### src/logic/vectrex_board_pkg.sv
`default_nettype none

package vectrex_board_pkg;

	// ~~~~~~~~~~~~~~~~~~~~~~~~~~~~~~~~~~~~~~~~~~~~~~~~~
	// Menu status word
	// ~~~~~~~~~~~~~~~~~~~~~~~~~~~~~~~~~~~~~~~~~~~~~~~~~
	localparam int STATUS_W          = 32;
	localparam int STATUS_MENU_RESET = 0;
	localparam int STATUS_CPU_ALT    = 1;
	localparam int STATUS_SHOW_FRAME = 2;
	localparam int STATUS_KEEP_LOGO  = 3; // Set means no logo-skip reset
	localparam int STATUS_SWAP_PORTS = 4;
	localparam int STATUS_SPEECH     = 5;
	localparam int STATUS_RESET_ITEM = 6;

	// ~~~~~~~~~~~~~~~~~~~~~~~~~~~~~~~~~~~~~~~~~~~~~~~~~
	// Widths and timing
	// ~~~~~~~~~~~~~~~~~~~~~~~~~~~~~~~~~~~~~~~~~~~~~~~~~
	localparam int COLOR_W           = 4;
	localparam int CART_ADDR_W       = 15; // 32 KiB cartridge space
	localparam int AUDIO_W           = 10;
	localparam int RESET_HOLD_CYCLES = 1000;
	localparam int ACK_LATENCY       = 2; // Req high to ack high

	localparam logic [COLOR_W-1:0] FRAME_R = 4'h4; // Dark red marker
	localparam logic [COLOR_W-1:0] FRAME_G = 4'h0;
	localparam logic [COLOR_W-1:0] FRAME_B = 4'h0;

endpackage

`default_nettype wire
### src/logic/video_overlay.sv
`timescale 1ns/1ps
`default_nettype none

module video_overlay (
	input  wire                                      clk_24,
	input  wire                                      reset_start,
	input  wire                                      show_frame,
	input  wire                                      frame_line,
	input  wire                                      hblank,
	input  wire                                      vblank,
	input  wire  [vectrex_board_pkg::COLOR_W-1:0]    core_r,
	input  wire  [vectrex_board_pkg::COLOR_W-1:0]    core_g,
	input  wire  [vectrex_board_pkg::COLOR_W-1:0]    core_b,
	output logic [vectrex_board_pkg::COLOR_W-1:0]    video_r,
	output logic [vectrex_board_pkg::COLOR_W-1:0]    video_g,
	output logic [vectrex_board_pkg::COLOR_W-1:0]    video_b
);

	logic frame_on;
	logic blank;

	assign frame_on = show_frame & frame_line;
	assign blank    = hblank | vblank;

	always_ff @(posedge clk_24) begin
		if (reset_start) begin
			video_r <= '0;
			video_g <= '0;
			video_b <= '0;
		end else if (frame_on) begin // Marker wins over blanking
			video_r <= vectrex_board_pkg::FRAME_R;
			video_g <= vectrex_board_pkg::FRAME_G;
			video_b <= vectrex_board_pkg::FRAME_B;
		end else begin
			video_r <= blank ? '0 : core_r;
			video_g <= blank ? '0 : core_g;
			video_b <= blank ? '0 : core_b;
		end
	end

endmodule

`default_nettype wire

### config.mk
export PLATFORM = sky130hd
export DESIGN_NAME = video_overlay
export DESIGN_NICKNAME = d
export VERILOG_FILES = /design/src/logic/vectrex_board_pkg.sv /design/src/logic/video_overlay.sv
export SDC_FILE = /design/constraint.sdc
export NUM_CORES = 1
export LEC_CHECK = 0
export BUFFER_PORTS_ARGS = -buffer_cell sky130_fd_sc_hd__clkbuf_2
export CORE_AREA = 2 2 39 41
export DETAILED_ROUTE_END_ITERATION = 10
export DIE_AREA = 0 0 41 43
export SLEW_MARGIN = 40
export SYNTH_ARGS = -nofsm -noshare
export SYNTH_HDL_FRONTEND = slang
export SYNTH_SLANG_ARGS = --single-unit
### constraint.sdc
create_clock -name clk_24 -period 0.8 [get_ports clk_24]
set_input_delay 0.04 -clock clk_24 [delete_from_list [all_inputs] [get_ports clk_24]]
set_output_delay 0.04 -clock clk_24 [all_outputs]
set_load 0.01 [all_outputs]
==> results.json <==
{
  "outcome": "complete, no violations",
  "rows": 14,
  "grt_pass1_vias": 311,
  "synth_top_area_frac": 0.688,
  "die_h_microns": 43,
  "num_io_pins": 30,
  "gp_congestion": 0.671,
  "crit_family": "flip-flops",
  "max_freq_mhz": 1350,
  "drt_first_pass_iters": 2,
  "critical_path_required_ns": 0.76,
  "clock-root-buffer": "clkbuf_4",
  "worstMarginPinSlew_ns": 0.251,
  "path_clk_slew_ns": 0.06,
  "rsz0062_at_grt": "no",
  "synthTopCellsByArea": "dfxtp_1 69%, and2_1 20%, a2111oi_2 4.3%",
  "grt_start_max_net_pins": 12,
  "cp_slowest_stage_delay_ns": 0.32,
  "netlist_area_sq_um": 349,
  "maxCapViolCount": 0,
  "crit_type": "register to primary output",
  "dieArea_sq_mm": 0.00176,
  "setup_violations": 0,
  "slew_violations": 0,
  "multi_input_area_sq_um": 101,
  "yosys_warnings": 0,
  "cts_tree": "done",
  "vias": 333,
  "hold_viol": 0,
  "cts_setup_buffers": 0,
  "antenna_found_initial": 0,
  "synthToLayoutAreaGrowth_pct": 88.2,
  "final_antenna_net_count": 0,
  "htree_levels": 1,
  "avgRoutedWirePerCell_microns": 8.76,
  "cts_sinks": 12,
  "syn_inst": 28,
  "core_area_sq_mm": 0.00138,
  "yosys.area.top_type": "dfxtp_1",
  "die_w_microns": 41,
  "dpl.hpwl_microns": 558,
  "n_fill_cell": 142,
  "clock_path_buffers": 2,
  "cts_resized": 0,
  "drtIter0Drc": 4,
  "num_antenna_cells": 0,
  "final_nets": 92,
  "power.total_mw": 1.09,
  "io_buffers": 29,
  "finalWirelength_microns": 771,
  "arrival_ns": 0.70,
  "route.detailed.drc": 0,
  "start_kind": "register",
  "numCtsBuffers": 3,
  "grt_usage": 0.107,
  "final-seq-area_sq_um": 240,
  "p_leak_nw": 0.332,
  "cts_hold_buf": 12,
  "synth_area_per_cell_sq_um": 12.5,
  "period_share": 0.925,
  "initial_utilization": 0.252,
  "synth_nets": 46,
  "postLayoutCoreUtil": 0.475,
  "synth-seq-cells": 12,
  "path_cells": "clkbuf_2",
  "overflow": 0,
  "synthDistinctLibCells": 7,
  "hold_class": "primary input to register",
  "grt_pass1_wl_mm": 1.22,
  "relSlewSlack": 0.833,
  "power.density_mw_per_mm2": 1650,
  "endpoint_kind": "primary output",
  "setup_tns_ns": 0,
  "ir_worst_vdd_uv": 757,
  "crit_buf_inv": 1,
  "vias_per_cell": 3.78,
  "drive_gt1_frac": 0.486,
  "min_period_ns": 0.740,
  "yosysSeqAreaShare": 0.688,
  "crit_path_top_delay_cell": "dfxtp_1",
  "path_max_fanout": 1
}
==> cells in the mapped netlist <==
library cell	count
dfxtp_1	12
buf_4	1
or3b_2	1
and2_1	11
a21oi_1	1
a2111oi_2	1
nand2_1	1
==> cells in the final DEF (no fill, tap or decap), drive strengths merged <==
cell and count:
nand2 1, clkbuf 32, buf 1, dfxtp 12
a21oi 1, a2111oi 1, and2 11, or3b 1
dlygate4sd3 12
==> final cells by class <==
cell class,instances,share of cell area
well taps,16,0.0305
multi-input cells,15,0.154
flip-flops and latches,12,0.366
repair buffers,42,0.415
clock buffers,3,0.0343
==> worst paths after layout <==
| path | startpoint | end | slack [ns] | depth (start not counted) |
|---|---|---|---|---|
| worst min-delay path | frame_line | video_r[2] | 0.03 | 3 |
| worst max-delay path | video_r[1] | video_r[1] | 0.06 | 1 |
==> sequential cells by signal (all words and copies together), names as in the netlist <==
register and count:
video_r 4, video_g 4, video_b 4
==> metrics by stage <==
step	hold slack [ns]	std cells	setup WS (ns)	area (sq um)
3_3_place_gp	0.235	73	-0.0695	514
2_1_floorplan	0.109	28	0.0501	349
4_1_cts	0.0188	88	0.0399	657
3_5_place_dp	0.241	73	-0.0734	514
6_report	0.0258	88	0.0598	657
5_1_grt	0.0234	88	0.0162	657
==> power by group <==
group          internal (mW)  switching, mW  leakage, nW
logic                 0.0902         0.0433        0.221
registers              0.613        0.00397       0.0976
clock network          0.173          0.163       0.0138
==> cell families after synthesis <==
group,count (synthesis),share of synthesized area
simple gates,13,0.233
flops,12,0.688
compound gates,2,0.0573
buf+inv,1,0.0215
==> routing by layer <==
| layer | vias to the layer above | wire length (microns) | GRT usage |
|---|---|---|---|
| li1 | 178 | - | - |
| met1 | 128 | 325 | 0.125 |
| met2 | 25 | 349 | 0.156 |
| met3 | 2 | 92 | 0.0471 |
| met4 | 0 | 4 | 0.0600 |
| met5 | - | 0 | 0 |
No activity file was read; power rests on OpenSTA's default activity.
