`config.mk`:
```
export PLATFORM = sky130hd
export DESIGN_NAME = reset_sequencer
export DESIGN_NICKNAME = d
export VERILOG_FILES = /design/src/logic/vectrex_board_pkg.sv /design/src/logic/reset_sequencer.sv
export SDC_FILE = /design/constraint.sdc
export NUM_CORES = 1
export LEC_CHECK = 0
export BUFFER_PORTS_ARGS = -buffer_cell sky130_fd_sc_hd__buf_2
export CAP_MARGIN = 20
export CORE_MARGIN = 2
export CORE_UTILIZATION = 58
export CTS_CLUSTER_DIAMETER = 100
export CTS_CLUSTER_SIZE = 14
export DETAILED_ROUTE_END_ITERATION = 12
export PLACE_DENSITY = 0.84
export REMOVE_ABC_BUFFERS = 1
export SLEW_MARGIN = 20
export SYNTH_ARGS = -nofsm -noshare
export SYNTH_HDL_FRONTEND = slang
export SYNTH_SLANG_ARGS = --single-unit
```
`constraint.sdc`:
```
create_clock -name clk_24 -period 3.2 [get_ports clk_24]
set_clock_uncertainty 0.05 [all_clocks]
set_input_delay 0.16 -clock clk_24 [delete_from_list [all_inputs] [get_ports clk_24]]
set_output_delay 0.16 -clock clk_24 [all_outputs]
set_load 0.02 [all_outputs]
```
`src/logic/vectrex_board_pkg.sv`:
```
`default_nettype none

package vectrex_board_pkg;

	// ~~~~~~~~~~~~~~~~~~~~~~~~~~~~~~~~~~~~~~~~~~~~~~~~~
	// Menu status word
	// ~~~~~~~~~~~~~~~~~~~~~~~~~~~~~~~~~~~~~~~~~~~~~~~~~
	localparam int STATUS_W          = 32;
	localparam int STATUS_MENU_RESET = 0;
	localparam int STATUS_CPU_ALT    = 1;
	localparam int STATUS_SHOW_FRAME = 2;
	localparam int STATUS_KEEP_LOGO  = 3; // Set means no logo-skip reset
	localparam int STATUS_SWAP_PORTS = 4;
	localparam int STATUS_SPEECH     = 5;
	localparam int STATUS_RESET_ITEM = 6;

	// ~~~~~~~~~~~~~~~~~~~~~~~~~~~~~~~~~~~~~~~~~~~~~~~~~
	// Widths and timing
	// ~~~~~~~~~~~~~~~~~~~~~~~~~~~~~~~~~~~~~~~~~~~~~~~~~
	localparam int COLOR_W           = 4;
	localparam int CART_ADDR_W       = 15; // 32 KiB cartridge space
	localparam int AUDIO_W           = 10;
	localparam int RESET_HOLD_CYCLES = 1000;
	localparam int ACK_LATENCY       = 2; // Req high to ack high

	localparam logic [COLOR_W-1:0] FRAME_R = 4'h4; // Dark red marker
	localparam logic [COLOR_W-1:0] FRAME_G = 4'h0;
	localparam logic [COLOR_W-1:0] FRAME_B = 4'h0;

endpackage

`default_nettype wire
```
`src/logic/reset_sequencer.sv`:
```
`timescale 1ns/1ps
`default_nettype none

module reset_sequencer #(
	parameter int logo_delay = 5_000_000
) (
	input  wire                                       clk_24,
	input  wire                                       reset_start,
	input  wire  [vectrex_board_pkg::STATUS_W-1:0]    status,
	input  wire                                       menu_button,
	input  wire                                       download,
	output logic                                      core_reset
);

	logic trigger;
	logic trigger_q;
	logic second_reset;
	logic logo_arm;
	logic [$clog2(vectrex_board_pkg::RESET_HOLD_CYCLES + 1)-1:0] hold_count;
	logic [$clog2(logo_delay + 1)-1:0] logo_timer;

	assign trigger = status[vectrex_board_pkg::STATUS_MENU_RESET]
		| status[vectrex_board_pkg::STATUS_RESET_ITEM]
		| menu_button | download | second_reset;

	assign logo_arm = download & ~status[vectrex_board_pkg::STATUS_KEEP_LOGO];

	// ~~~~~~~~~~~~~~~~~~~~~~~~~~~~~~~~~~~~~~~~~~~~~~~~~
	// Core reset stretcher
	// ~~~~~~~~~~~~~~~~~~~~~~~~~~~~~~~~~~~~~~~~~~~~~~~~~
	always_ff @(posedge clk_24) begin
		if (reset_start) begin
			trigger_q  <= 1'b0;
			hold_count <= $bits(hold_count)'(vectrex_board_pkg::RESET_HOLD_CYCLES);
			core_reset <= 1'b1;
		end else begin
			trigger_q  <= trigger;
			core_reset <= (hold_count != '0);
			if (trigger_q)
				hold_count <= $bits(hold_count)'(vectrex_board_pkg::RESET_HOLD_CYCLES);
			else if (hold_count != '0)
				hold_count <= hold_count - 1'b1;
		end
	end

	// Logo timer, rearmed every download cycle
	always_ff @(posedge clk_24) begin
		if (reset_start) begin
			logo_timer   <= '0;
			second_reset <= 1'b0;
		end else begin
			second_reset <= (logo_timer == 1) & ~logo_arm; // Only on the 1 to 0 step
			if (logo_arm)
				logo_timer <= $bits(logo_timer)'(logo_delay);
			else if (logo_timer != '0)
				logo_timer <= logo_timer - 1'b1;
		end
	end

endmodule

`default_nettype wire

```
==> impl_metrics.tcl <==
set metrics [dict create \
    grt_overflow 0 \
    ys_types 43 \
    synth_seq_cells 36 \
    die_h_um 59.8 \
    setup_tns_ns 0 \
    synthToLayoutAreaGrowth_pct 6.16 \
    ys_top_cells_by_count "dfxtp_1 (36), nor2_1 (26), a21oi_1 (12), xor2_1 (12)" \
    worstPathRequired_ns 3.38 \
    initial_core_util 0.602 \
    p_per_area_nw_per_um2 812 \
    cp-start-kind "register" \
    first_pass_iters 4 \
    yosysTopAreaCellShare 0.399 \
    drt-initial-drc-count 71 \
    synth_compound_area_frac 0.0962 \
    wire_per_inst_um 14.0 \
    async_reset_ff_frac 0 \
    cts_num_sinks 36 \
    vias 1445 \
    clk_pin_slew_ns 0.10 \
    fin_hold_ws_ns 0.0273 \
    yosys_warnings 0 \
    hold_class "input pin to register" \
    detail-route-antenna-nets 0 \
    clk_latency_ns 0.35 \
    viasPerCell 5.97 \
    routed_wirelength_mm 3.39 \
    synth-xor-area-share 0.111 \
    cts_tree "yes" \
    rsz0062_at_grt "false" \
    syn_avg_cell_area_sq_um 9.04 \
    die_x_um 59.8 \
    worstSetupPathType "register to register" \
    synth_mux_area_frac 0.00554 \
    grt_pass1_wl_mm 5.94 \
    die-area_sq_um 3580 \
    yosys.area_share.simple 0.328 \
    port_buffers 7 \
    ir_drop_uv 525 \
    drv_cap 0 \
    cts_made_buffers 5 \
    gp_congestion 0.767 \
    synth_ff_type "dfxtp_1" \
    ioPinCount 37 \
    fin_crit_ns 1.95 \
    fin_nets 249 \
    critPathMaxFanout 16 \
    syn_area_sq_um 1810 \
    cts_root_buffer "clkbuf_4" \
    synth_top_area_cell "dfxtp_1" \
    p_leak_nw 0.696 \
    netlist_instances 200 \
    synth_top_family_by_area "simple AND/OR/NAND/NOR gates" \
    reg2reg_slack_ns 1.25 \
    antenna_cells 0 \
    grt_pass1_vias 1413 \
    hold_violations 0 \
    cp.arrival_ns 2.13 \
    grt_use_total 0.224 \
    status "finished clean" \
    yosys.area_share.adder 0.0277 \
    worstMarginPinSlew_ns 0.597 \
    rows 20 \
    slew_viol_final 0 \
    fill_cells 246 \
    drive_above_1_share 0.158 \
    fp.coreArea_sq_um 3000 \
    power_w 0.00156 \
    drc 0 \
    cts.path.max_buffers 2 \
    antenna_found_initial 0 \
    synth_area_leaders "dfxtp_1 (40%), xor2_1 (5.8%), nor2_1 (5.4%)" \
    dpl.hpwl_mm 2.40 \
    cts_setup_buffers 0 \
    endpoint_kind "register" \
    grt_max_degree 17 \
    synth.most_common_cell "dfxtp_1" \
    ctsHtreeMaxLevel 2 \
    fin_crit_sh 0.609 \
    ys_seq_area_frac 0.399 \
    synth-edff-count 0 \
    setup_violations 0 \
    max_freq_mhz 513 \
    relSlewSlack 0.602 \
]
-- worst max-delay path, cell delays in order (launching register included) --
cell	delay, ns
dfxtp_1	0.37
nor4_4	0.41
nand4_2	0.40
o2111ai_1	0.36
xor2_1	0.17
a21oi_1	0.08
-- timing repair --
action	CTS	global route
hold buffers	1	0
endpoints found under the hold margin	1	0
resized for setup	0	0
-- through the flow --
stage                     setup slack (ns)  instances  area [sq um]  utilization
after floorplan                       1.46        194          1770            -
after global placement                1.28        234          1840        0.614
after detailed placement              1.25        234          1840        0.614
after CTS                             1.23        242          1920        0.639
after global routing                  1.03        242          1920        0.639
final                                 1.25        242          1920        0.639
-- routing by layer --
layer	part of all wire	up-vias	wire (um)	global-route usage
li1	-	728	-	-
met1	0.42	680	1420	0.235
met2	0.51	27	1720	0.399
met3	0.046	10	157	0.0606
met4	0.028	0	95	0.121
met5	0	-	0	0
-- report_power, final --
| group | total [W] | switching (W) | internal [W] | leakage, nW |
|---|---|---|---|---|
| Sequential | 0.000642 | 0.000110 | 0.000532 | 0.295 |
| Combinational | 0.000650 | 0.000387 | 0.000264 | 0.363 |
| Clock | 0.000266 | 0.000141 | 0.000124 | 0.0374 |
| Total | 0.00156 | 0.000638 | 0.000920 | 0.696 |
-- cell families (layout without fill, tap and decap cells) --
logic type               Yosys count  after routing
AND/OR/NAND/NOR                   97             97
buffers and inverters             11             20
flip-flops                        36             36
adder cells (fa/ha/maj)            4              4
XOR/XNOR                          23             23
multiplexers                       1              1
AO/OA/AOI/OAI                     28             28
-- final cells by class --
class                           count  area (sq um)  area share
Sequential cell                    36           721       0.375
Tap cell                           33          41.3      0.0215
Inverter                            5          18.8     0.00978
Multi-Input combinational cell    153          1030       0.536
Timing Repair Buffer                8          45.0      0.0235
Clock buffer                        7          65.1      0.0339
-- sequential cells by signal, indices dropped and copies added, names as in the netlist --
register and count:
hold_count 10, core_reset 1, trigger_q 1, logo_timer 23
second_reset 1
-- cell usage in the layout, fill, tap and decap left out, types with 4 or more instances in the layout --
cell	count
dfxtp_1	36
nor2_1	26
a21oi_1	12
xor2_1	12
xnor2_1	11
nor3_1	11
nand2_1	11
nand3_1	7
buf_2	7
inv_1	5
nor4_2	5
nor3_2	5
nand2b_1	5
clkbuf_4	5
or3_1	4
o21ai_1	4
nor3b_1	4
ha_1	4
-- path summary, 6_finish.rpt --
check	endpoint	start	depth (start not counted)
min	trigger_q$_SDFF_PP0_	status[0]	3
max	logo_timer[9]$_SDFFE_PP0P_	logo_timer[12]$_SDFFE_PP0P_	5
max reg2reg	logo_timer[9]$_SDFFE_PP0P_	logo_timer[12]$_SDFFE_PP0P_	5
min reg2reg	trigger_q$_SDFF_PP0_	second_reset$_SDFF_PP0_	2
Power figures use the tool's default switching activity.
