===== src/logic/control_mapper.sv =====
`timescale 1ns/1ps
`default_nettype none

module control_mapper (
	input  wire         clk_24,
	input  wire         reset_start,
	input  wire         swap,
	input  wire  [7:0]  joystick_0,
	input  wire  [7:0]  joystick_1,
	input  wire  [15:0] joy_ana_0,
	input  wire  [15:0] joy_ana_1,
	output logic [3:0]  btn1,
	output logic [3:0]  btn2,
	output logic [7:0]  pot_x_1,
	output logic [7:0]  pot_y_1,
	output logic [7:0]  pot_x_2,
	output logic [7:0]  pot_y_2
);

	logic [7:0]  joy_p1;
	logic [7:0]  joy_p2;
	logic [15:0] ana_p1;
	logic [15:0] ana_p2;

	// Physical controller feeding each console port
	assign joy_p1 = swap ? joystick_1 : joystick_0;
	assign joy_p2 = swap ? joystick_0 : joystick_1;
	assign ana_p1 = swap ? joy_ana_1 : joy_ana_0;
	assign ana_p2 = swap ? joy_ana_0 : joy_ana_1;

	always_ff @(posedge clk_24) begin
		if (reset_start) begin
			btn1    <= '0;
			btn2    <= '0;
			pot_x_1 <= '0;
			pot_y_1 <= '0;
			pot_x_2 <= '0;
			pot_y_2 <= '0;
		end else begin
			btn1    <= joy_p1[7:4]; // Fire buttons
			btn2    <= joy_p2[7:4];
			pot_x_1 <= ana_p1[15:8];
			pot_y_1 <= ~ana_p1[7:0]; // Console Y runs the other way
			pot_x_2 <= ana_p2[15:8];
			pot_y_2 <= ~ana_p2[7:0];
		end
	end

endmodule

`default_nettype wire


===== config.mk =====
export PLATFORM = sky130hd
export DESIGN_NAME = control_mapper
export DESIGN_NICKNAME = d
export VERILOG_FILES = /design/src/logic/control_mapper.sv
export SDC_FILE = /design/constraint.sdc
export NUM_CORES = 1
export LEC_CHECK = 0
export BUFFER_PORTS_ARGS = -buffer_cell sky130_fd_sc_hd__buf_2
export CORE_AREA = 4 4 65 67
export CTS_CLUSTER_SIZE = 8
export DETAILED_ROUTE_END_ITERATION = 6
export DIE_AREA = 0 0 69 71
export PLACE_DENSITY = 0.75
export SYNTH_ARGS = -nofsm -noshare
export SYNTH_HDL_FRONTEND = slang
export SYNTH_SLANG_ARGS = --single-unit

===== constraint.sdc =====
create_clock -name clk_24 -period 0.9 [get_ports clk_24]
set_input_delay 0.045 -clock clk_24 [delete_from_list [all_inputs] [get_ports clk_24]]
set_output_delay 0.045 -clock clk_24 [all_outputs]
set_load 0.02 [all_outputs]

==> flow_summary.ini, run 1 <==
[sta]
fin_crit_sh_pct = 90.9
grt_setup_unrepaired = false
slew_headroom_pct = 86.0
holdWs_ns = 0.0111
finalHoldViolCount = 0
worstMarginPinSlew_ns = 0.208
min_period_ns = 0.818
setup_viol = 0
fmax_mhz = 1220
tns_ns = 0
maxSlewViolCount = 0

[place]
place_inst = 253
hpwl_mm = 2.33
port_buffers = 82
routabilityCongestion = 0.732

[global_routing]
grt_pass1_vias = 1285
grt_remaining_overflow = 0
antenna_found_initial = 0
grt_pass1_wl_mm = 5.93
grt.total_usage_pct = 15.1
grt_max_degree = 41

[setup_path]
path_cells = dlygate4sd3_1, buf_2, nor2b_1, a211oi_1
slowest_stage = dlygate4sd3_1
critical_path_class = input pin to flip-flop
cp_max_fo = 2
cp.arrival_ns = 1.01
worstSetupEndpointType = flip-flop
worst-path-buf-inv = 2
cp-startpoint = joy_ana_0[0]
critPathLaunchType = input pin
worst_ep_required_time_ns = 1.09
cpPeakStageDelay_ns = 0.53
critPathTopFamily = buffers and inverters

[synthesis]
avgSynthCellArea_sq_um = 11.0
synth_compound_area_share_pct = 8.41
yosys.area_share.simple_pct = 13.3
synth_top_cell_by_area = dfxtp_1
yosys_warnings = 0
synth_area_leaders = dfxtp_1 (56%), mux2i_1 (17%), a211oi_1 (8.4%)
synth_cells = 130
ys_seq_elements = 40
synthMuxAreaShare_pct = 16.8
synth_top_family_by_area = multiplexers
yosysSeqAreaShare_pct = 56.1
synthXorXnorAreaFrac_pct = 0
synth_area_sq_mm = 0.00143
synth_fa_ha_area_share_pct = 0
synth_nets = 181
synth_top_area_share_pct = 56.1
synth_cell_type_count = 8

[pwr]
p_leak_nw = 1.09
peakVddDrop_mv = 0.965
p_per_area_mw_per_mm2 = 1840

[outcome]
status = complete, no violations

[clock_tree]
post-cts-setup-buffers = 0
clock-sinks = 40
clock_path_buffers = 2
cts_buffers = 5
h-tree-depth = 2
cts_tree = built
cts_root_buffer = clkbuf_8
clk_pin_slew_ns = 0.07

[floorplanning]
io_pins = 91
die_h_microns = 71
start_util_pct = 39.3
die_w_microns = 69
row_count = 22
dieArea_sq_mm = 0.00490
coreArea_sq_mm = 0.00363

[drt]
num_vias = 1269
drc = 0
wl_per_cell_microns = 12.1
drt_iter0_drc = 44
wirelength_mm = 3.39
viasPerCell = 4.55
drt_first_pass_iters = 4
ant_nets = 0

[layout]
layout.nets = 281
area_delta_synth_final_pct = 52.3
fill_cells = 320
instances_no_fill = 279
final_cell_mix = buf_2 (82), dfxtp_1 (40), mux2i_1 (24), nor2_1 (24), dlygate4sd3_1 (18)
drive_above_1_share_pct = 40.3
diodes = 0
final_common_cell = buf_2

[min_path]
hold_depth = 3
hold_path_end = pot_x_2[2]$_SDFF_PP0_
hp-start = joy_ana_1[10]
hp-class = input pin to flip-flop

[job]
cap_violations = 0
cell families after synthesis:
logic type             after synthesis
AOI/OAI and AO/OA                   16
buffers and inverters               10
DFF                                 40
muxes                               24
and+or+nand+nor                     40
where the power goes:
group | internal (mW) | switching [mW] | total, mW
clock network | 0.822 | 0.552 | 1.37
registers | 1.89 | 0.0276 | 1.92
logic | 0.324 | 0.387 | 0.710
total | 3.04 | 0.966 | 4.00
registers in the layout (all words and copies together) (netlist names):
signal,cells
pot_x_2,8
pot_x_1,8
pot_y_1,8
pot_y_2,8
btn2,4
btn1,4
metrics by stage:
step                worst slack, ns  util, %  instance area [sq um]  total power, mW
detailed placement            0.117     51.8                   1880             2.61
global route                0.00927     59.8                   2170             4.22
global placement              0.140     51.8                   1880             2.60
finish                       0.0815     59.8                   2170             4.00
CTS                          0.0702     59.7                   2170             4.05
floorplan                     0.242        -                   1430             2.34
synthesized netlist by cell type (all sizes together):
master and n:
a211oi 16, nor2 24, mux2i 24, clkbuf 4, nor2b 16, buf 6
dfxtp 40
area by class of cell:
cell class	instances	area (sq um)	area share (%)
Sequential cell	40	801	36.8
Timing Repair Buffer	103	651	29.9
Multi-Input combinational cell	80	556	25.5
Clock buffer	6	72.6	3.34
Tap cell	48	60.1	2.76
Clock inverter	2	35.0	1.61
layer usage:
metal | track usage [%] | vias up | wire length, microns
met4 | 6.07 | 0 | 57
met5 | 0 | - | 0
met1 | 16.9 | 556 | 1360
met3 | 7.24 | 6 | 287
li1 | - | 647 | -
met2 | 24.6 | 60 | 1680
worst max path at each step:
stage	slack, ns	depth (start not counted)	endpoint
global placement	0.14	4	pot_x_1[5]$_SDFF_PP0_
detailed placement	0.12	4	btn2[0]$_SDFF_PP0_
CTS	0.07	1	pot_x_1[0]
finish	0.08	4	pot_y_1[0]$_SDFF_PP0_
floorplan	0.24	4	btn1[3]$_SDFF_PP0_
global route	0.009	4	pot_y_1[0]$_SDFF_PP0_
repair_timing:
| item | in CTS | in global routing |
|---|---|---|
| setup endpoints to repair | 0 | 1 |
| hold endpoints to repair | 18 | 0 |
| gates resized for setup | 0 | 1 |
| hold buffers | 18 | 0 |
No activity file was read; power rests on OpenSTA's default activity.
==> inputs of run 2 (changes only) <==
==> constraint.sdc (replaced) <==
create_clock -name clk_24 -period 0.9 [get_ports clk_24]
set_input_delay 0.27 -clock clk_24 [delete_from_list [all_inputs] [get_ports clk_24]]
set_output_delay 0.27 -clock clk_24 [all_outputs]
set_load 0.02 [all_outputs]
==> flow_summary.ini, run 2 (synthesized netlist as in run 1, its figures left out) <==
[clock_tree]
cts_buffers = 5
cts_tree = built
h-tree-depth = 2
cts_root_buffer = clkbuf_8
clock-sinks = 40
clock_path_buffers = 2
ctsHoldBuffers = 0
clk_pin_slew_ns = 0.07

[pwr]
p_leak_nw = 1.09
power_mw = 3.94
peakVddDrop_mv = 1.14
p_per_area_mw_per_mm2 = 1700

[sta]
setup_viol = 40
fin_crit_sh_pct = 111
grt_setup_unrepaired = true
min_period_ns = 1.00
slew_headroom_pct = 86.3
holdWs_ns = 0.169
worstMarginPinSlew_ns = 0.205
finalHoldViolCount = 0
setup_slack_ns = -0.101
maxSlewViolCount = 0
fmax_mhz = 999

[drt]
drt_first_pass_iters = 4
wirelength_mm = 3.25
viasPerCell = 4.57
wl_per_cell_microns = 12.4
drc = 0
drt_iter0_drc = 19
num_vias = 1201
ant_nets = 0

[global_routing]
grt_remaining_overflow = 0
grt_pass1_vias = 1229
antenna_found_initial = 0
grt.total_usage_pct = 14.2
grt_max_degree = 29
grt_pass1_wl_mm = 5.54

[floorplanning]
start_util_pct = 39.3
die_w_microns = 69
row_count = 22
coreArea_sq_mm = 0.00363
io_pins = 91
dieArea_sq_mm = 0.00490
die_h_microns = 71

[setup_path]
worst-path-buf-inv = 1
worst_ep_required_time_ns = 0.63
cp.arrival_ns = 0.73
cp_max_fo = 1
worstSetupEndpointType = output port
critical_path_class = flip-flop to output port
path_cells = buf_6
critPathTopFamily = flip-flops
slowest_stage = dfxtp_2
cpPeakStageDelay_ns = 0.34
critPathLaunchType = flip-flop

[place]
port_buffers = 82
routabilityCongestion = 0.702
hpwl_mm = 2.49
place_area_sq_mm = 0.00192

[outcome]
status = finished with violations
violations = negative setup slack

[job]
cap_violations = 0

[min_path]
hp-class = input pin to flip-flop

[layout]
final_util_pct = 63.7
area_delta_synth_final_pct = 62.1
postLayoutCellArea_sq_mm = 0.00231
drive_above_1_share_pct = 62.8
final_common_cell = buf_2
final_cell_mix = buf_2 (42), dfxtp_2 (40), buf_6 (40)
layout.nets = 265
diodes = 0
fill_cells = 308
## run 2: cell count changes in the layout (fill, tap and decap cells not counted), moves of 2 or more
cell,change
buf_12,+2
buf_2,-40
dlygate4sd3_1,-18
dfxtp_2,+40
dfxtp_1,-40
buf_6,+40
## run 2: cell type report
class | count | area (sq um) | share of cell area (%)
flip-flops and latches | 40 | 851 | 36.8
well taps | 48 | 60.1 | 2.59
clock inverters | 2 | 10.0 | 0.432
repair buffers | 87 | 761 | 32.9
multi-input cells | 80 | 551 | 23.8
clock buffers | 6 | 82.6 | 3.57
## run 2: layer usage
metal	GRT usage, %	up-vias	share of wire, %
li1	-	608	-
met1	15.9	535	38
met2	23.2	52	51
met3	6.96	6	9.0
met4	5.86	0	1.8
met5	0	-	0
## run 2: final timing paths
path                  slack [ns]               endpoint                from  depth (start not counted)
worst max-delay path       -0.10                btn2[0]  btn2[0]$_SDFF_PP0_                          1
worst min-delay path        0.17  pot_y_1[7]$_SDFF_PP0_        joy_ana_1[7]                          2
## run 2: repair_timing
item,in CTS,in global routing
buffers inserted,0,0
setup endpoints to repair,40,40
gates resized for setup,120,0
pin swaps,0,0
## run 2: through the flow
| stage | instances | setup WS (ns) | setup TNS, ns |
|---|---|---|---|
| final | 263 | -0.101 | -3.45 |
| after global routing | 263 | -0.131 | -4.83 |
| after CTS | 263 | -0.116 | -4.19 |
| after detailed placement | 255 | -0.110 | -2.58 |
| after global placement | 255 | -0.0973 | -2.09 |
| after floorplan | 130 | 0.0173 | 0 |
## run 2: report_power, final
part | switching, mW | internal, mW | total (mW)
Sequential | 0.0556 | 1.92 | 1.97
Combinational | 0.377 | 0.428 | 0.805
Clock | 0.551 | 0.611 | 1.16
==> inputs of run 3 (changes only) <==
Settings changed: CORE_AREA 4 4 65 67 to 4 4 47 91, DIE_AREA 0 0 69 71 to 0 0 51 95, PLACE_DENSITY 0.75 to 0.74, SKIP_CTS_REPAIR_TIMING set to 1.
==> flow_summary.ini, run 3 (synthesized netlist as in run 1, its figures left out) <==
[clock_tree]
cts_tree = built
clock_path_buffers = 2
h-tree-depth = 2
cts_buffers = 5
clock-sinks = 40
clk_pin_slew_ns = 0.07
cts_root_buffer = clkbuf_8

[sta]
fmax_mhz = 1000
fin_crit_sh_pct = 111
worstMarginPinSlew_ns = 0.220
setup_slack_ns = -0.0984
tns_ns = -3.52
maxSlewViolCount = 0
slew_headroom_pct = 85.3
min_period_ns = 0.998
finalHoldViolCount = 0
grt_setup_unrepaired = true
setup_viol = 40

[min_path]
hp-class = input pin to flip-flop

[setup_path]
cpPeakStageDelay_ns = 0.32
critPathTopFamily = flip-flops
critPathLaunchType = flip-flop
cp_max_fo = 1
worstSetupEndpointType = output port
worst-path-buf-inv = 1
path_cells = buf_6
slowest_stage = dfxtp_2
critical_path_class = flip-flop to output port
worst_ep_required_time_ns = 0.63
cp.arrival_ns = 0.73

[drt]
wirelength_mm = 3.50
viasPerCell = 4.66
ant_nets = 0
drc = 0
drt_iter0_drc = 13
wl_per_cell_microns = 13.3
num_vias = 1229
drt_first_pass_iters = 4

[layout]
final_common_cell = buf_2
diodes = 0
drive_above_1_share_pct = 62.8
layout.nets = 265
area_delta_synth_final_pct = 63.7
final_cell_mix = buf_2 (42), dfxtp_2 (40), buf_6 (40)
instances_no_fill = 264
postLayoutCellArea_sq_mm = 0.00234

[place]
place_ws_ns = -0.103
routabilityCongestion = 0.648
place_inst = 256
port_buffers = 82
hpwl_mm = 2.47
place_area_sq_mm = 0.00191

[global_routing]
grt_pass1_wl_mm = 5.02
antenna_found_initial = 0
grt.total_usage_pct = 13.7
grt_remaining_overflow = 0
grt_pass1_vias = 1152
grt_max_degree = 32

[floorplanning]
coreArea_sq_mm = 0.00361
die_h_microns = 95
io_pins = 91
start_util_pct = 39.6
row_count = 31
die_w_microns = 51
dieArea_sq_mm = 0.00485

[pwr]
peakVddDrop_mv = 1.31
p_leak_nw = 1.10
p_per_area_mw_per_mm2 = 1850
power_mw = 4.31

[outcome]
status = finished with violations
violations = negative setup slack

[job]
cap_violations = 0
## run 3: cell count changes in the layout (fill, tap and decap cells not counted)
cell	change
clkbuf_8	+1
buf_12	-1
buf_4	+1
bufinv_16	+1
clkinv_2	-2
## run 3: per-stage QoR
step,hold slack (ns),util [%]
floorplan,0.365,-
global placement,0.468,53.0
detailed placement,0.469,53.0
CTS,0.159,56.5
global route,0.152,64.8
finish,0.164,64.8
## run 3: report_power, final
group | switching, mW | leakage, nW | internal, mW | total [mW]
clock | 0.564 | 0.0645 | 0.978 | 1.54
combinational | 0.379 | 0.691 | 0.423 | 0.802
sequential | 0.0542 | 0.344 | 1.92 | 1.97
## run 3: final timing paths
check,from,endpoint,depth (start not counted)
worst min-delay path,joy_ana_0[5],pot_y_2[5]$_SDFF_PP0_,2
worst max-delay path,pot_y_1[5]$_SDFF_PP0_,pot_y_1[5],1
## run 3: cell type report
cell class | instances | area (sq um)
flip-flops and latches | 40 | 851
repair buffers | 87 | 748
clock inverters | 1 | 30.0
multi-input cells | 80 | 551
fillers | 305 | 1270
clock buffers | 7 | 96.3
well taps | 49 | 61.3
## run 3: metal layers
metal  vias up  global-route usage, %  routed length [microns]
li1        607                      -                        -
met1       548                   15.0                     1320
met2        64                   23.3                     1780
met3        10                   3.95                      294
met4         0                   7.42                      104
met5         -                      0                        0
