## config.mk

```make
export PLATFORM = sky130hd
export DESIGN_NAME = audio_dac
export DESIGN_NICKNAME = d
export VERILOG_FILES = /design/src/logic/vectrex_board_pkg.sv /design/src/logic/audio_dac.sv
export SDC_FILE = /design/constraint.sdc
export NUM_CORES = 1
export LEC_CHECK = 0
export BUFFER_PORTS_ARGS = -buffer_cell sky130_fd_sc_hd__buf_2
export CAP_MARGIN = 25
export CORE_MARGIN = 2
export CORE_UTILIZATION = 40
export CTS_CLUSTER_SIZE = 28
export DETAILED_ROUTE_END_ITERATION = 16
export GPL_TIMING_DRIVEN = 0
export HOLD_SLACK_MARGIN = 0.03
export PLACE_DENSITY_LB_ADDON = 0.15
export SYNTH_ARGS = -nofsm -noshare
export SYNTH_HDL_FRONTEND = slang
export SYNTH_SLANG_ARGS = --single-unit
```

## constraint.sdc

```tcl
create_clock -name clk_24 -period 2 [get_ports clk_24]
set_clock_uncertainty 0.2 [all_clocks]
set_input_delay 0.2 -clock clk_24 [delete_from_list [all_inputs] [get_ports clk_24]]
set_output_delay 0.2 -clock clk_24 [all_outputs]
set_load 0.03 [all_outputs]
```

## src/logic/vectrex_board_pkg.sv

```systemverilog
`default_nettype none

package vectrex_board_pkg;

	// ~~~~~~~~~~~~~~~~~~~~~~~~~~~~~~~~~~~~~~~~~~~~~~~~~
	// Menu status word
	// ~~~~~~~~~~~~~~~~~~~~~~~~~~~~~~~~~~~~~~~~~~~~~~~~~
	localparam int STATUS_W          = 32;
	localparam int STATUS_MENU_RESET = 0;
	localparam int STATUS_CPU_ALT    = 1;
	localparam int STATUS_SHOW_FRAME = 2;
	localparam int STATUS_KEEP_LOGO  = 3; // Set means no logo-skip reset
	localparam int STATUS_SWAP_PORTS = 4;
	localparam int STATUS_SPEECH     = 5;
	localparam int STATUS_RESET_ITEM = 6;

	// ~~~~~~~~~~~~~~~~~~~~~~~~~~~~~~~~~~~~~~~~~~~~~~~~~
	// Widths and timing
	// ~~~~~~~~~~~~~~~~~~~~~~~~~~~~~~~~~~~~~~~~~~~~~~~~~
	localparam int COLOR_W           = 4;
	localparam int CART_ADDR_W       = 15; // 32 KiB cartridge space
	localparam int AUDIO_W           = 10;
	localparam int RESET_HOLD_CYCLES = 1000;
	localparam int ACK_LATENCY       = 2; // Req high to ack high

	localparam logic [COLOR_W-1:0] FRAME_R = 4'h4; // Dark red marker
	localparam logic [COLOR_W-1:0] FRAME_G = 4'h0;
	localparam logic [COLOR_W-1:0] FRAME_B = 4'h0;

endpackage

`default_nettype wire
```

## src/logic/audio_dac.sv

```systemverilog
`timescale 1ns/1ps
`default_nettype none

module audio_dac (
	input  wire                                      clk_24,
	input  wire                                      reset_start,
	input  wire  [vectrex_board_pkg::AUDIO_W-1:0]    core_audio,
	output logic                                     audio_bit
);

	logic [vectrex_board_pkg::AUDIO_W-1:0] acc;
	logic [vectrex_board_pkg::AUDIO_W:0]   sum;

	// First-order modulator, carry is the output density
	assign sum = {1'b0, acc} + {1'b0, core_audio};

	always_ff @(posedge clk_24) begin
		if (reset_start) begin
			acc       <= '0;
			audio_bit <= 1'b0;
		end else begin
			acc       <= sum[vectrex_board_pkg::AUDIO_W-1:0];
			audio_bit <= sum[vectrex_board_pkg::AUDIO_W]; // Carry out
		end
	end

endmodule

`default_nettype wire

```

==> impl_metrics.json, run 1 <==
{
  "vias": 678,
  "syn_inst": 88,
  "drcViolationCount": 0,
  "path_class": "flop to flop",
  "grt_pass1_wl_mm": 2.62,
  "die_w_um": 47.8,
  "vias_per_cell": 5.30,
  "finalCriticalPeriod_ns": 1.91,
  "ioPinCount": 13,
  "layout_setup_ws_ns": 0.0894,
  "startpoint_type": "flop",
  "die_area_um2": 2280,
  "power_switching_mw": 0.389,
  "synth-edff-count": 0,
  "timing.final.crit_share_pct": 95.5,
  "yosysSeqAreaShare_pct": 28.7,
  "diodes": 0,
  "drtAntennaViolNets": 0,
  "drtIter0Drc": 7,
  "synth_top_area_share_pct": 28.7,
  "cts.sinks": 11,
  "crit_fanout": 4,
  "comb_power_share_pct": 54.0,
  "grt_pass1_vias": 589,
  "numCtsBuffers": 3,
  "syn_area_per_cell_um2": 8.72,
  "drv_slew": 0,
  "syn-cell-area_um2": 767,
  "antenna_found_initial": 0,
  "p_leak_nw": 0.427,
  "synth_warnings": 0,
  "min_path_type": "input pin to flop",
  "max_slew_margin_pct": 68.5,
  "port_buffers": 12,
  "hold_viol": 0,
  "totalWireLength_mm": 1.48,
  "grt_max_degree": 11,
  "final-setup-viol-count": 0,
  "rows": 15,
  "place_ws_ns": -0.108,
  "cts_root_buffer": "clkbuf_4",
  "endpoint_kind": "flop",
  "rrSetupSlack_ns": 0.09,
  "p_int_mw": 0.607,
  "async_flop_share_pct": 0,
  "yosysTopAreaCell": "dfxtp_1",
  "rsz0062_at_grt": "false",
  "cts_max_level": 1,
  "worst_slew_pin_slew_ns": 0.473,
  "synth_area_leaders": "dfxtp_1 (29%), ha_1 (16%), a211oi_1 (5.9%)",
  "timing.fmax_ghz": 0.523,
  "cts_tree": "done",
  "outcome": "complete, no violations",
  "arrival_ns": 1.87,
  "power_frac_clock_pct": 15.3,
  "cp.required_ns": 1.96,
  "ir_drop_mv": 0.613,
  "coreArea_um2": 1760,
  "crit_slowest_cell": "mux2_1",
  "power_frac_seq_pct": 30.7,
  "dp_hpwl_mm": 1.12,
  "layout.core_utilization_pct": 53.0,
  "wl_per_cell_um": 11.6,
  "ctsLongestPathBuffers": 2,
  "final_nets": 127,
  "switching_share_pct": 39.1,
  "drive_above_1_share_pct": 23.3,
  "synthDistinctLibCells": 33,
  "synth_nets": 111,
  "clk_pin_slew_ns": 0.07,
  "ys_ff_latch": 11,
  "post_cts_buffers": 0,
  "crit_chain": "ha_1, a211oi_4, o21bai_1, a21oi_1, mux2_1",
  "critPathMaxStageDelay_ns": 0.33,
  "cellPowerDensity_nw_per_um2": 1060,
  "clock_latency_ns": 0.27,
  "drv_cap": 0,
  "syn_to_final_growth_pct": 22.0,
  "dieHeight_um": 47.8,
  "gp_congestion": 0.813,
  "grt_use_total_pct": 16.6,
  "ys.flop_type": "dfxtp_1",
  "grt_overflow": 0,
  "power.total_mw": 0.996,
  "dr.pass1.iters": 4,
  "initial_core_util_pct": 43.5
}
synth_stat cells, drive strengths merged, types with 4 or more instances:
library cell	instances
a211oi	6
a21o	4
a21oi	6
dfxtp	11
ha	10
inv	4
nand2	4
nor2	12
nor3	4
final timing paths:
| path | from | end | depth (start not counted) |
|---|---|---|---|
| min reg2reg | acc[0]$_SDFF_PP0_ | acc[0]$_SDFF_PP0_ | 2 |
| min | core_audio[0] | acc[0]$_SDFF_PP0_ | 3 |
| max reg2reg | acc[1]$_SDFF_PP0_ | acc[5]$_SDFF_PP0_ | 5 |
| max | acc[1]$_SDFF_PP0_ | acc[5]$_SDFF_PP0_ | 5 |
state kept, by name, summed over array words and instances, names as in the netlist:
signal,flops
audio_bit,1
acc,10
power by group through the flow:
stage          combinational [mW]  sequential [mW]  clock (mW)
5_1_grt                     0.615            0.311       0.175
3_3_place_gp                0.491            0.308           0
2_1_floorplan               0.398            0.316           0
4_1_cts                     0.518            0.305       0.162
6_report                    0.538            0.305       0.153
3_5_place_dp                0.498            0.309           0
metal layers:
layer	vias to the layer above	global-route usage (%)	part of all wire, %
li1	353	-	-
met1	311	22.6	49
met2	10	24.8	45
met3	4	5.66	4.3
met4	0	4.86	1.5
met5	-	0	0
cell families (layout without fill, tap and decap cells):
kind of cell,count (synthesis),after routing,share of synthesized area (%)
flip-flops,11,11,28.7
adder cells (fa/ha/maj),11,11,18.9
AO/OA/AOI/OAI,27,27,25.9
XOR/XNOR,2,2,2.28
AND/OR/NAND/NOR,30,30,19.7
buffers and inverters,6,21,2.94
multiplexers,1,1,1.47
critical path, delay by kind of cell, from the launching register on:
kind            cells  cell delay, ns
compound gates      3            0.62
fa+ha+maj           1            0.32
mux                 1            0.33
flops               1            0.32
area by class of cell:
class	count	area, µm²
Fill cell	182	828
Multi-Input combinational cell	71	578
Sequential cell	11	221
Timing Repair Buffer	12	60.1
Tap cell	25	31.3
Clock buffer	4	26.3
Inverter	4	15.0
Buffer	1	3.75
cell usage in the layout, fill, tap and decap left out, types with 2 or more instances in the layout:
master and count:
buf_2 12, ha_1 8, a21o_1 4, inv_1 4, nor2b_1 2, nor2_1 12
a211oi_4 2, clkbuf_4 3, clkbuf_1 2, nor3b_1 2, a21oi_1 6, dfxtp_1 10
a211oi_1 4, nor3_1 4, nand2_1 4
timing repair:
action                                  4_1_cts  5_1_grt
resized for setup                             5        6
hold buffers                                  0        0
pin swaps                                     2        3
endpoints found under the setup margin        3        5
per-stage QoR:
| step | instances | area [µm²] | hold slack [ns] | setup TNS (ns) |
|---|---|---|---|---|
| 2_1_floorplan | 88 | 767 | 0.216 | 0 |
| 3_3_place_gp | 125 | 858 | 0.339 | -0.313 |
| 3_5_place_dp | 125 | 858 | 0.341 | -0.228 |
| 4_1_cts | 129 | 907 | 0.0904 | 0 |
| 5_1_grt | 128 | 936 | 0.114 | 0 |
| 6_report | 128 | 936 | 0.0983 | 0 |
Power figures use the tool's default switching activity.
==> inputs of run 2 (changes only) <==
- ABC_AREA: not set -> 1
==> impl_metrics.json, run 2 <==
{
  "top_register": "acc",
  "drtIter0Drc": 3,
  "worst_slew_pin_slew_ns": 0.296,
  "min_path_type": "input pin to flop",
  "cellPowerDensity_nw_per_um2": 941,
  "cpMostUsedCell": "nand2_1",
  "numCtsBuffers": 3,
  "num-fill-cells": 194,
  "clock_latency_ns": 0.27,
  "coreArea_um2": 1750,
  "worstHoldStart": "core_audio[0]",
  "outcome": "complete, no violations",
  "vias": 699,
  "whs_ns": 0.0857,
  "async_flop_share_pct": 0,
  "syn_inst": 114,
  "crit_slowest_cell": "fa_1",
  "synth_commonest_cells": "nand2_1 (34), inv_1 (17), nor2_1 (15)",
  "p_leak_nw": 0.501,
  "vias_per_cell": 4.48,
  "largest_register_ffs": 10,
  "cts_tree": "done",
  "yosysMostFrequentCell": "nand2_1",
  "port_buffers": 12,
  "grt_max_degree": 10,
  "wl_per_cell_um": 8.53,
  "mostFrequentLayoutCells": "nand2_1 (33), inv_1 (17), nor2_1 (15)",
  "drive_above_1_share_pct": 15.3,
  "drcViolationCount": 0,
  "dp_cells": 151,
  "ys.flop_type": "dfxtp_1",
  "final_nets": 155,
  "stdcell_count": 156,
  "fin_setup_tns_ns": 0,
  "synth_warnings": 0,
  "post_cts_buffers": 0,
  "arrival_ns": 1.88,
  "synth_nets": 137,
  "dieHeight_um": 47.4,
  "grt_pass1_vias": 618,
  "busiest_layer": "met2",
  "cts.sinks": 11,
  "critPathMaxStageDelay_ns": 0.39,
  "dp_hpwl_mm": 1.08,
  "clk_pin_slew_ns": 0.07,
  "layout_setup_ws_ns": 0.138,
  "hold_viol": 0,
  "die_w_um": 47.4,
  "cts_root_buffer": "clkbuf_4",
  "synth_top_area_share_pct": 29.2,
  "die_area_um2": 2250,
  "cp.required_ns": 2.02,
  "timing.fmax_ghz": 0.537,
  "ir_drop_mv": 0.446,
  "gp_congestion": 0.750,
  "grt_overflow": 0,
  "path_class": "flop to flop",
  "synth_area_leaders": "dfxtp_1 (29%), nand2_1 (17%), ha_1 (17%)",
  "crit_start": "acc[0]$_SDFF_PP0_",
  "crit_fanout": 4,
  "power.total_mw": 0.834,
  "grt_pass1_wl_mm": 2.39,
  "ctsLongestPathBuffers": 2,
  "antenna_found_initial": 0,
  "dr.pass1.iters": 2,
  "grt_use_total_pct": 15.1,
  "ioPinCount": 13,
  "met3_usage_pct": 3.46,
  "startpoint_type": "flop",
  "cts_max_level": 1,
  "totalWireLength_mm": 1.33,
  "syn-cell-area_um2": 753,
  "final_area_um2": 886,
  "crit_chain": "ha_2, inv_1, fa_1, nand3b_1, nand2_2, nand2_1, nand2_1, nand2_1, nand2_1, nand2_1, inv_1",
  "drtAntennaViolNets": 0,
  "yosysSeqAreaShare_pct": 29.2,
  "synthDistinctLibCells": 14,
  "initial_core_util_pct": 43.2,
  "use_met1_pct": 21.1,
  "max_slew_margin_pct": 80.2,
  "final_common_cell": "nand2_1",
  "ys_ff_latch": 11,
  "place_ws_ns": 0.0906,
  "yosysTopAreaCell": "dfxtp_1",
  "rsz0062_at_grt": "false",
  "reg_top3": "acc (10), audio_bit (1)",
  "timing.final.crit_share_pct": 93.1,
  "r2r_start": "acc[0]$_SDFF_PP0_",
  "final-setup-viol-count": 0,
  "synth-edff-count": 0,
  "finalCriticalPeriod_ns": 1.86,
  "layout.core_utilization_pct": 50.8,
  "rows": 15,
  "diodes": 0,
  "drv_slew": 0,
  "drv_cap": 0,
  "syn_area_per_cell_um2": 6.61,
  "endpoint_kind": "flop",
  "grt_util_met2_pct": 21.9,
  "placed_area_um2": 845,
  "syn_to_final_growth_pct": 17.6
}
run 2: cell count changes after synthesis, moves of 4 or more:
cell	change
nand2_1	+30
a211oi_1	-6
inv_1	+13
a21oi_1	+4
a21o_1	-4
nor3_1	-4
nand3_1	+5
run 2: report_power, final:
| group | leakage, nW | internal (mW) | switching, mW |
|---|---|---|---|
| Clock | 0.0150 | 0.0771 | 0.0815 |
| Combinational | 0.395 | 0.151 | 0.238 |
| Sequential | 0.0917 | 0.272 | 0.0140 |
run 2: final cells by class:
type | count | area, µm² | share of cell area, %
multi-input combinational | 86 | 474 | 53.5
sequential | 11 | 220 | 24.9
timing repair buffer | 13 | 70.1 | 7.91
inverter | 17 | 63.8 | 7.20
tap | 25 | 31.3 | 3.53
clock buffer | 4 | 26.3 | 2.97
run 2: metal layers:
layer  vias up  part of all wire, %  wire length (µm)
met3         2                  3.4                45
met5         -                    0                 0
met1       289                   50               669
li1        400                    -                 -
met2         8                   45               601
met4         0                 0.98                13
run 2: worst paths after layout:
check | to | slack (ns) | cells after the start
worst max-delay path | audio_bit$_SDFF_PP0_ | 0.14 | 11
worst min-delay path | acc[0]$_SDFF_PP0_ | 0.09 | 4
worst max register to register | audio_bit$_SDFF_PP0_ | 0.14 | 11
worst min register to register | acc[0]$_SDFF_PP0_ | 0.38 | 3
run 2: cell families after synthesis:
family	after synthesis	synth area share [%]
and+or+nand+nor	60	32.7
buffers and inverters	17	8.47
AOI/OAI and AO/OA	15	10.3
adders and majority gates	11	19.3
DFF	11	29.2
run 2: what timing repair did:
| item | 4_1_cts | 5_1_grt |
|---|---|---|
| hold buffers | 1 | 0 |
| endpoints found under the hold margin | 2 | 0 |
| gates resized for setup | 0 | 2 |
| endpoints found under the setup margin | 0 | 3 |
run 2: critical path: cells and delay by family, from the launching register on:
family	cells	cell delay, ns
adders and majority gates	2	0.57
buffers and inverters	2	0.10
DFF	1	0.32
and+or+nand+nor	7	0.61
==> inputs of run 3 (changes only) <==
- CORE_UTILIZATION: 40 -> 48
- PLACE_DENSITY: not set -> 0.73
- PLACE_DENSITY_LB_ADDON: 0.15 -> not set
==> impl_metrics.json, run 3 (same netlist as run 2, synthesis figures left out) <==
{
  "outcome": "complete, no violations",
  "drive_above_1_share_pct": 14.5,
  "grt_pass1_vias": 644,
  "r2r_start": "acc[0]$_SDFF_PP0_",
  "cts_root_buffer": "clkbuf_4",
  "fin_setup_tns_ns": 0,
  "gp_congestion": 0.747,
  "drtIter0Drc": 4,
  "die_area_um2": 1900,
  "reg_top3": "acc (10), audio_bit (1)",
  "dieHeight_um": 43.6,
  "rows": 14,
  "holdPathEnd": "acc[0]$_SDFF_PP0_",
  "max_slew_margin_pct": 80.3,
  "wl_per_cell_um": 9.93,
  "dp_hpwl_mm": 1.11,
  "grt_use_total_pct": 17.8,
  "syn_to_final_growth_pct": 15.8,
  "startpoint_type": "flop",
  "crit_fanout": 4,
  "vias_per_cell": 4.84,
  "port_buffers": 12,
  "timing.final.crit_share_pct": 93.6,
  "reg2reg_to": "audio_bit$_SDFF_PP0_",
  "drtAntennaViolNets": 0,
  "grt_pass1_wl_mm": 2.45,
  "finalCriticalPeriod_ns": 1.87,
  "endpoint_kind": "flop",
  "final_common_cell": "nand2_1",
  "totalWireLength_mm": 1.46,
  "cp.required_ns": 2.02,
  "layout_setup_ws_ns": 0.128,
  "worst_slew_pin_slew_ns": 0.295,
  "diodes": 0,
  "path_class": "flop to flop",
  "arrival_ns": 1.89,
  "min_path_type": "input pin to flop",
  "coreArea_um2": 1490,
  "final-setup-viol-count": 0,
  "rrSetupSlack_ns": 0.13,
  "hold_depth": 4,
  "clk_pin_slew_ns": 0.08,
  "multi_input_area_um2": 472,
  "ctsLongestPathBuffers": 2,
  "drv_slew": 0,
  "die_w_um": 43.6,
  "place_ws_ns": 0.104,
  "cts_tree": "done",
  "grt_overflow": 0,
  "drcViolationCount": 0,
  "initial_core_util_pct": 50.6,
  "ir_drop_mv": 0.478,
  "largest_register_ffs": 10,
  "grt_max_degree": 10,
  "dr.pass1.iters": 6,
  "numCtsBuffers": 3,
  "p_leak_nw": 0.503,
  "ioPinCount": 13,
  "post_cts_buffers": 0,
  "cts_max_level": 1,
  "timing.fmax_ghz": 0.534,
  "cellPowerDensity_nw_per_um2": 964,
  "top_register": "acc",
  "hold_viol": 0,
  "antenna_found_initial": 0,
  "num-fill-cells": 152,
  "reg2reg_depth": 11,
  "clock_latency_ns": 0.27,
  "rsz0062_at_grt": "false",
  "drv_cap": 0,
  "vias": 712,
  "area.sequential_um2": 220,
  "mostFrequentLayoutCells": "nand2_1 (33), inv_1 (17), nor2_1 (15)",
  "worstHoldStart": "core_audio[0]",
  "final_nets": 155,
  "cts.sinks": 11
}
[run 3: cell types whose count changed in the layout (fill, tap and decap cells not counted)]
cell  delta
ha_2     -1
ha_1     +1
[run 3: how the worst max path moves through the flow]
stage                     depth (start not counted)              endpoint  slack, ns              start
after floorplan                                  10     acc[8]$_SDFF_PP0_       0.28  acc[0]$_SDFF_PP0_
after global placement                           10     acc[8]$_SDFF_PP0_       0.13  acc[0]$_SDFF_PP0_
after detailed placement                         10     acc[8]$_SDFF_PP0_       0.10  acc[0]$_SDFF_PP0_
after CTS                                        11  audio_bit$_SDFF_PP0_       0.09  acc[0]$_SDFF_PP0_
after global routing                             11  audio_bit$_SDFF_PP0_       0.01  acc[0]$_SDFF_PP0_
final                                            11  audio_bit$_SDFF_PP0_       0.13  acc[0]$_SDFF_PP0_
[run 3: power by group]
group	total [mW]	switching (mW)	internal [mW]
registers	0.291	0.0179	0.273
logic	0.394	0.243	0.151
clock network	0.156	0.0787	0.0771
total	0.841	0.340	0.501
[run 3: final cells by class]
type | count | area share [%]
Clock buffer | 4 | 3.01
Inverter | 17 | 7.32
Multi-Input combinational cell | 86 | 54.1
Sequential cell | 11 | 25.3
Tap cell | 16 | 2.30
Timing Repair Buffer | 13 | 8.03
[run 3: per-layer routing]
metal	up-vias	GRT usage [%]	part of all wire, %
met2	9	30.6	49
met4	0	10.9	2.2
met1	304	19.9	47
met5	-	0	0
li1	395	-	-
met3	4	3.75	2.5
[run 3: what timing repair did]
item	CTS	global route
setup endpoints to repair	0	1
hold buffers	1	0
gates resized for setup	0	1
hold endpoints to repair	2	0
[run 3: per-stage QoR]
step	std cells	instance area, µm²	hold slack [ns]	total power, mW	utilization (%)
2_1_floorplan	114	753	0.0667	0.604	-
3_3_place_gp	142	833	0.185	0.667	56.0
3_5_place_dp	142	833	0.198	0.684	56.0
4_1_cts	147	870	0.0515	0.850	58.4
5_1_grt	147	872	0.109	0.931	58.6
6_report	147	872	0.0633	0.841	58.6
[run 3: worst max-delay path, cell delays in order (launching register included)]
cell and delay [ns]:
dfxtp_1 0.32, ha_1 0.18, inv_1 0.06, fa_1 0.40, nand3b_1 0.19, nand2_2 0.11, nand2_1 0.06, nand2_1 0.10
nand2_1 0.06, nand2_1 0.05, nand2_1 0.04, inv_1 0.05
